===== src/fetchConsts.svh =====
`ifndef FETCH_CONSTS_SVH
`define FETCH_CONSTS_SVH

// ------------------------------------------------------------
// reset and boot
// ------------------------------------------------------------

// mips boot vector in kseg1
`define START_PC        32'hBFC00000

// ------------------------------------------------------------
// exception codes
// ------------------------------------------------------------

// address error on load or instruction fetch
`define EXC_ADEL        5'd4

// ------------------------------------------------------------
// apb register map
// ------------------------------------------------------------

// byte offsets inside the register window
`define REG_CTRL        8'h00
`define REG_BOOTPC      8'h04
`define REG_WAIT        8'h08
`define REG_GROUPCNT    8'h0C
`define REG_BADVADDR    8'h10
`define REG_STATUS      8'h14

// ------------------------------------------------------------
// instruction memory model
// ------------------------------------------------------------

// one group per index value, four words each
`define MEM_GROUPS      256
`define INST_PATTERN    32'hA5000000

`endif


===== src/fetchPkg.sv =====
`include "fetchConsts.svh"

package fetchPkg;

    // full 32-bit word: pcs, addresses, apb data
    typedef logic [31:0] wordT;

    // slot enables, bit n for instruction n of the group
    typedef logic [3:0] instEnT;

    // group index from vaddr bits 11:4
    typedef logic [7:0] groupIdxT;

    // four instructions, slot 0 in the low word
    typedef logic [127:0] groupDataT;

    // cp0 style exception code
    typedef logic [4:0] excCodeT;

    // memory stall count
    typedef logic [2:0] waitT;

    // register offsets of the control block
    typedef enum logic [7:0] {
        OFS_CTRL     = `REG_CTRL,
        OFS_BOOTPC   = `REG_BOOTPC,
        OFS_WAIT     = `REG_WAIT,
        OFS_GROUPCNT = `REG_GROUPCNT,
        OFS_BADVADDR = `REG_BADVADDR,
        OFS_STATUS   = `REG_STATUS
    } regAddrT;

endpackage


===== src/fetchCtrlRegs.sv =====
`timescale 1ns/1ps
`include "fetchConsts.svh"

module fetchCtrlRegs (
    input  logic             clk,
    input  logic             rst,
    input  fetchPkg::wordT   paddr_i,
    input  logic             psel_i,
    input  logic             penable_i,
    input  logic             pwrite_i,
    input  fetchPkg::wordT   pwdata_i,
    input  logic             accepted_i,
    input  logic             addrErr_i,
    input  fetchPkg::wordT   badTarget_i,
    output fetchPkg::wordT   prdata_o,
    output logic             pready_o,
    output logic             pslverr_o,
    output logic             fetchEnable_o,
    output logic             bootLoad_o,
    output fetchPkg::wordT   bootPc_o,
    output fetchPkg::waitT   memWait_o
);
    import fetchPkg::*;

    regAddrT offset;
    logic    apbAccess;
    logic    regHit;
    logic    regRo;
    wordT    regRdata;
    logic    wrEn;
    wordT    groupCnt;
    wordT    badVAddr;
    logic    addrErrFlag;

    // ------------------------------------------------------------
    // apb decode
    // ------------------------------------------------------------

    assign offset    = regAddrT'(paddr_i[7:0]);
    // access phase only, no wait states
    assign apbAccess = psel_i && penable_i;

    always_comb begin
        regHit   = (paddr_i[31:8] == 24'd0);
        regRo    = 1'b0;
        regRdata = '0;
        case (offset)
            OFS_CTRL: regRdata = {31'd0, fetchEnable_o};
            OFS_BOOTPC: regRdata = bootPc_o;
            OFS_WAIT: regRdata = {29'd0, memWait_o};
            OFS_GROUPCNT: begin
                regRo    = 1'b1;
                regRdata = groupCnt;
            end
            OFS_BADVADDR: begin
                regRo    = 1'b1;
                regRdata = badVAddr;
            end
            OFS_STATUS: regRdata = {31'd0, addrErrFlag};
            default: regHit = 1'b0;
        endcase
    end

    // unmapped or read-only write is an error, write dropped
    assign wrEn      = apbAccess && pwrite_i && regHit && !regRo;
    assign pready_o  = 1'b1;
    assign pslverr_o = apbAccess && (!regHit || (pwrite_i && regRo));
    // erroneous reads return zero
    assign prdata_o  = (apbAccess && !pwrite_i && regHit) ? regRdata : '0;

    // ------------------------------------------------------------
    // writable registers
    // ------------------------------------------------------------

    always_ff @(posedge clk) begin
        if (!rst) begin
            fetchEnable_o <= 1'b0;
            bootPc_o      <= `START_PC;
            memWait_o     <= '0;
            bootLoad_o    <= 1'b0;
        end else begin
            // pulse defaults low
            bootLoad_o <= 1'b0;
            if (wrEn) begin
                case (offset)
                    OFS_CTRL: fetchEnable_o <= pwdata_i[0];
                    OFS_BOOTPC: begin
                        bootPc_o   <= pwdata_i;
                        bootLoad_o <= 1'b1;
                    end
                    OFS_WAIT: memWait_o <= pwdata_i[2:0];
                    default: ;
                endcase
            end
        end
    end

    // ------------------------------------------------------------
    // status side
    // ------------------------------------------------------------

    always_ff @(posedge clk) begin
        if (!rst) begin
            groupCnt    <= '0;
            badVAddr    <= '0;
            addrErrFlag <= 1'b0;
        end else begin
            if (accepted_i) begin
                groupCnt <= groupCnt + 32'd1;
            end
            // new error wins over a w1c in the same cycle
            if (accepted_i && addrErr_i) begin
                badVAddr    <= badTarget_i;
                addrErrFlag <= 1'b1;
            end else if (wrEn && offset == OFS_STATUS && pwdata_i[0]) begin
                addrErrFlag <= 1'b0;
            end
        end
    end

    // boot load never stretches
    assert property (@(posedge clk) disable iff (!rst)
        bootLoad_o |=> !bootLoad_o);

endmodule


===== config.mk =====
export PLATFORM = sky130hd
export DESIGN_NAME = fetchCtrlRegs
export DESIGN_NICKNAME = d
export VERILOG_FILES = /design/src/fetchPkg.sv /design/src/fetchCtrlRegs.sv
export VERILOG_INCLUDE_DIRS = /design/src /design/src/src
export SDC_FILE = /design/constraint.sdc
export NUM_CORES = 1
export LEC_CHECK = 0
export ABC_AREA = 0
export BUFFER_PORTS_ARGS = -buffer_cell sky130_fd_sc_hd__buf_4
export CORE_MARGIN = 5
export CORE_UTILIZATION = 40
export CTS_BUF_LIST = sky130_fd_sc_hd__clkbuf_16
export DETAILED_ROUTE_END_ITERATION = 6
export HOLD_SLACK_MARGIN = 0.1
export MAX_ROUTING_LAYER = met4
export PLACE_DENSITY = 0.68
export SLEW_MARGIN = 25
export SYNTH_ARGS = -nofsm -noshare
export SYNTH_HDL_FRONTEND = slang
export SYNTH_SLANG_ARGS = --single-unit

===== constraint.sdc =====
create_clock -name clk -period 2.12 [get_ports clk]
set_clock_uncertainty 0.1 [all_clocks]
set_input_delay 0.424 -clock clk [delete_from_list [all_inputs] [get_ports clk]]
set_output_delay 0.424 -clock clk [all_outputs]
set_load 0.05 [all_outputs]

==> results of run 1 <==
==> report_power, final <==
part | total, mW | switching (mW) | internal (mW)
clock network | 1.56 | 0.671 | 0.886
logic | 0.472 | 0.233 | 0.239
registers | 1.97 | 0.0170 | 1.95
total | 3.99 | 0.921 | 3.07
==> area by class of cell <==
class / count / area, µm²
inverter: 7 / 26.3
sequential: 102 / 2040
multi-input combinational: 497 / 3190
tap: 172 / 215
timing repair buffer: 222 / 1960
clock buffer: 9 / 225
fill: 1123 / 4860
clock inverter: 5 / 45.0
==> final timing paths <==
path,endpoint,startpoint
worst min register to register,badVAddr[25],badVAddr[25]
worst max register to register,groupCnt[19],groupCnt[6]
worst min-delay path,badVAddr[21],badTarget_i[21]
worst max-delay path,prdata_o[17],paddr_i[13]
==> stage by stage <==
step | instance area (µm²) | utilization [%]
4_1_cts | 7610 | 60.5
2_1_floorplan | 5490 | -
3_3_place_gp | 7200 | 57.3
5_1_grt | 7700 | 61.3
6_report | 7700 | 61.3
3_5_place_dp | 7200 | 57.3
==> what timing repair did <==
action / in CTS / in global routing
pin swaps: 1 / 5
setup endpoints to repair: 33 / 43
gates resized for setup: 38 / 22
buffers inserted: 0 / 2
==> sequential cells by signal (all words and copies together), names as in the netlist <==
register       count
badVAddr          32
memWait_o          3
bootPc_o          32
fetchEnable_o      1
addrErrFlag        1
bootLoad_o         1
groupCnt          32
==> worst max-delay path: stages <==
cell and delay [ns]:
buf_6 0.09, nor4_4 0.29, nand4_1 0.18, or3_4 0.46
buf_12 0.19, nor2_4 0.13, buf_6 0.16
==> cell families after synthesis <==
logic type                 synth area share (%)
xor gates and xnor gates                   2.06
AOI/OAI and AO/OA                          11.2
buffers and inverters                      4.52
adders and majority gates                 0.246
other                                    0.0736
and+or+nand+nor                            27.0
DFF                                        40.1
muxes                                      14.8
==> cells in the final DEF, fill, tap and decap left out, types with 2 or more instances in the layout <==
cell | netlist | routed
buf_4 | 5 | 174
nand2_1 | 131 | 131
dfxtp_1 | 102 | 102
a21oi_1 | 73 | 73
mux2i_1 | 71 | 71
nor2_1 | 95 | 64
nor2_4 | 0 | 30
buf_6 | 0 | 30
nand3_1 | 12 | 12
o21ai_0 | 11 | 11
nand4_1 | 10 | 10
or3_1 | 11 | 9
clkbuf_16 | 0 | 9
buf_8 | 0 | 9
buf_12 | 0 | 9
nand2b_1 | 8 | 8
nor4_1 | 15 | 8
inv_1 | 7 | 8
or4_1 | 7 | 6
xnor2_1 | 6 | 6
xor2_1 | 6 | 6
nor4_4 | 0 | 5
o41ai_1 | 5 | 5
o31ai_1 | 4 | 4
and4_1 | 4 | 4
o311ai_1 | 1 | 4
and2_1 | 2 | 2
nor4_2 | 0 | 2
or3_4 | 0 | 2
nor2b_1 | 4 | 2
mux2_2 | 2 | 2
a22oi_1 | 2 | 2
nor2b_2 | 0 | 2
or2_2 | 2 | 2
nor3b_1 | 2 | 2
clkinv_1 | 0 | 2
==> routing by layer <==
layer,vias to the layer above,share of wire [%],GRT usage (%)
met2,157,51,36.4
li1,2606,-,-
met4,0,2.4,8.47
met3,31,4.8,3.46
met1,2493,42,25.9
met5,-,0,-
==> reports/metrics.cfg, run 1 <==
[run_status]
outcome=finished with violations
violations=setup timing

[sta]
slew_violations=0
timing.hold.ws_ns=0.232
min_period_over_period_pct=117
fin_crit_ns=2.49
setup_viol=32
rsz0062_at_grt=true
fin_ws_ns=-0.366
hold_violations=0
max_freq_mhz=402
finalSetupTns_ns=-10.77

[global_route]
track_usage_pct=21.6
grt_antenna_before_repair=0
grt_pass1_wl_um=25400
grt_pass1_vias=5331
grt_max_degree=68
grt_overflow=0

[cts]
insertion_delay_ns=0.34
cts_sinks=102
cts-htree-levels=3
postCtsHoldBufs=0
clk_path_buf_depth=2
cts_tree=built
path_clk_slew_ns=0.06
cts_made_buffers=9
clock-root-buffer=clkbuf_16

[logic_synthesis]
async_reset_ff_share_pct=0
synth_warnings=0
synth_top_area_share_pct=40.1
yosysMostFrequentCell=nand2_1
synth-main-ff-cell=dfxtp_1
syn_inst=654
netlist_area_um2=5090
synth_common_cells=nand2_1 (131), dfxtp_1 (102), nor2_1 (95), a21oi_1 (73), mux2i_1 (71)
synthTopCellsByArea=dfxtp_1 (40%), mux2i_1 (14%), nand2_1 (9.7%), a21oi_1 (7.2%), nor2_1 (7.0%)
ys_seq_area_share_pct=40.1
syn_nets=758
synthDistinctLibCells=39
ys_seq_elements=102
synth.largest_area_cell=dfxtp_1
syn_avg_cell_area_um2=7.79
synth-edff-count=0

[placement]
dp.cells=998
dp_slack_ns=-0.346
place_hpwl_um=11500
portBuffers=172
gp_congestion=0.819

[floorplan]
rows=41
fp.dieH_um=123
pin_count=174
die_w_um=123
core_um2=12600
start_util_pct=40.5
die-area_um2=15100

[flow_run]
max_cap_viol_count=0

[final_layout]
drive_above_1_share_pct=33.8
finalNonFillerCells=1014
diodes=0
nets=943
syn_to_final_growth_pct=51.3

[worst_setup_path]
critPathCaptureType=primary output
reg2reg_slack_ns=0.15
rr_worst_depth=5
start_kind=primary input
crit_fanout=17
cp_data_arrival_time_ns=1.96
crit_type=primary input to primary output
critPathRequiredTime_ns=1.60

[routing]
via_count=5287
via_per_inst=5.21
post_drt_wl_per_cell_um=15.6
drcViolationCount=0
drtIter0Drc=292
antenna_left=0
drtPass1Iterations=5
drt-total-wl_um=15800

[pwr]
power.total_mw=3.99
irDropWorstVdd_mv=0.384
p_leak_nw=2.96
powerDensity_nw_per_um2=518

[hold_path]
hold_depth=3
hp-class=primary input to flip-flop

No activity file was read; power rests on OpenSTA's default activity.
==> inputs of run 2 (changes only) <==
- CORE_UTILIZATION: 40 -> 46
- PLACE_DENSITY: 0.68 -> unset
- PLACE_DENSITY_LB_ADDON: unset -> 0.12
==> run 2 against run 1 <==
Effect of this change: global-route usage increased by 1.6 points; setup slack better by 0.026 ns; register-to-register slack got worse by 0.02 ns; the flow still finishes with violations (setup timing); critical endpoint is now prdata_o[14]; critical path type unchanged.
==> reports/metrics.cfg, run 2 (same netlist as run 1, synthesis figures left out) <==
[run_status]
outcome=finished with violations  ; unchanged
violations=setup timing  ; unchanged

[floorplan]
core_um2=10800  ; was 12600 µm²
pin_count=174  ; unchanged
start_util_pct=47.0  ; was 40.5%
die-area_um2=13300  ; was 15100 µm²
die_w_um=115  ; was 123 µm
rows=38  ; was 41
fp.dieH_um=115  ; was 123 µm

[worst_setup_path]
crit_fanout=18  ; was 17
start_kind=primary input  ; unchanged
timing.rr.start=groupCnt[6]  ; unchanged
crit_type=primary input to primary output  ; unchanged
cp_data_arrival_time_ns=1.94  ; was 1.96 ns
reg2reg_slack_ns=0.13  ; was 0.15 ns
rr_worst_depth=5  ; unchanged
reg2reg_to=groupCnt[19]  ; unchanged
critPathCaptureType=primary output  ; unchanged
critPathRequiredTime_ns=1.60  ; about the same

[final_layout]
syn_to_final_growth_pct=50.8  ; was 51.3%
filler_cell_count=873  ; was 1123
final_util_pct=70.8  ; was 61.3%
reg_top3=badVAddr (32), bootPc_o (32), groupCnt (32)  ; unchanged
fin_area_um2=7680  ; was 7700 µm²
drive_above_1_share_pct=35.3  ; was 33.8%
multi_input_area_um2=3210  ; was 3190 µm²
final_common_cell=buf_4  ; unchanged
nets=951  ; was 943
final_cell_mix=buf_4 (182), nand2_1 (131), dfxtp_1 (101)  ; was buf_4 (174), nand2_1 (131), dfxtp_1 (102)
seqCellArea_um2=2040  ; about the same
finalNonFillerCells=992  ; was 1014
diodes=0  ; unchanged

[global_route]
grt_overflow=0  ; unchanged
grt_pass1_vias=5316  ; was 5331
track_usage_pct=23.2  ; was 21.6%
grt_max_degree=34  ; was 68
grt_antenna_before_repair=0  ; unchanged
grt_pass1_wl_um=24600  ; was 25400 µm

[hold_path]
holdPathEnd=badVAddr[8]  ; was badVAddr[21]
hp-class=primary input to flip-flop  ; unchanged
hold_depth=3  ; unchanged
min_from=badTarget_i[8]  ; was badTarget_i[21]

[cts]
path_clk_slew_ns=0.07  ; was 0.06 ns
cts_sinks=102  ; unchanged
cts_made_buffers=9  ; unchanged
postCtsHoldBufs=0  ; unchanged
cts-htree-levels=3  ; unchanged
insertion_delay_ns=0.34  ; about the same
clk_path_buf_depth=2  ; unchanged
cts_tree=built  ; unchanged
clock-root-buffer=clkbuf_16  ; unchanged

[sta]
max_freq_mhz=406  ; was 402 MHz
finalSetupTns_ns=-9.83  ; was -10.77 ns
setup_viol=32  ; unchanged
hold_violations=0  ; unchanged
timing.hold.ws_ns=0.222  ; was 0.232 ns
min_period_over_period_pct=116  ; was 117%
fin_crit_ns=2.46  ; was 2.49 ns
rsz0062_at_grt=true  ; unchanged
fin_ws_ns=-0.340  ; was -0.366 ns
slew_violations=0  ; unchanged

[pwr]
irDropWorstVdd_mv=0.371  ; was 0.384 mV
p_leak_nw=2.98  ; was 2.96 nW
powerDensity_nw_per_um2=521  ; was 518 nW/µm²
power.total_mw=4.00  ; was 3.99 mW

[routing]
post_drt_wl_per_cell_um=15.3  ; was 15.6 µm
drtIter0Drc=301  ; was 292
wl_met1_um=6520  ; was 6620 µm
drcViolationCount=0  ; unchanged
antenna_left=0  ; unchanged
routed.top_layer=met4  ; unchanged
routed-wl-met3_um=820  ; was 751 µm
via_per_inst=5.38  ; was 5.21
drt-total-wl_um=15200  ; was 15800 µm
routed-wl-met2_um=7660  ; was 8050 µm
drtPass1Iterations=4  ; was 5
via_count=5337  ; was 5287

[placement]
portBuffers=172  ; unchanged
dp_slack_ns=-0.380  ; was -0.346 ns
gp_congestion=0.815  ; was 0.819
place_hpwl_um=11200  ; was 11500 µm
placed_area_um2=7130  ; was 7200 µm²
dp.cells=971  ; was 998

[flow_run]
max_cap_viol_count=0  ; unchanged

## run 2: cell types whose count changed in the layout (fill, tap and decap cells not counted), moves of 2 or more
| cell | delta |
|---|---|
| buf_12 | -5 |
| buf_8 | -8 |
| clkinv_1 | -2 |
| inv_6 | +3 |
| buf_4 | +8 |
| clkinv_2 | +2 |
| inv_1 | -2 |
| buf_6 | +13 |
## run 2: metal layers
layer  vias up  global-route usage, %
met5         -                      -
met4         0                   5.09
met3        13                   3.37
met2       157                   40.4
met1      2531                   28.4
li1       2636                      -
## run 2: final cells by class
class,instances,area share [%]
multi-input combinational,497,41.8
sequential,102,26.6
timing repair buffer,230,25.3
clock buffer,9,2.93
tap,140,2.28
clock inverter,7,0.733
inverter,7,0.342
## run 2: worst max path at each step
stage | endpoint | startpoint | cells after the start | slack (ns)
2_1_floorplan | prdata_o[1] | paddr_i[27] | 5 | -0.51
3_3_place_gp | prdata_o[13] | paddr_i[12] | 7 | -0.34
3_5_place_dp | prdata_o[14] | paddr_i[12] | 7 | -0.38
4_1_cts | prdata_o[14] | paddr_i[12] | 7 | -0.33
5_1_grt | prdata_o[14] | paddr_i[12] | 7 | -0.39
6_report | prdata_o[14] | paddr_i[12] | 7 | -0.34
## run 2: report_power, final
group          internal (mW)  switching [mW]  total (mW)
combinational          0.238           0.232       0.470
clock                  0.816           0.752        1.57
sequential              1.95          0.0174        1.97
## run 2: timing repair
| item | CTS | global route |
|---|---|---|
| cloned | 0 | 0 |
| setup buffers | 25 | 3 |
| setup endpoints to repair | 33 | 42 |
| gates resized for setup | 42 | 19 |
| pin swaps | 3 | 3 |
## run 2: critical path, stage by stage
cell	delay (ns)
buf_6	0.10
nor4_4	0.29
nand4_1	0.17
or3_4	0.43
buf_12	0.20
nor2_4	0.13
buf_6	0.16
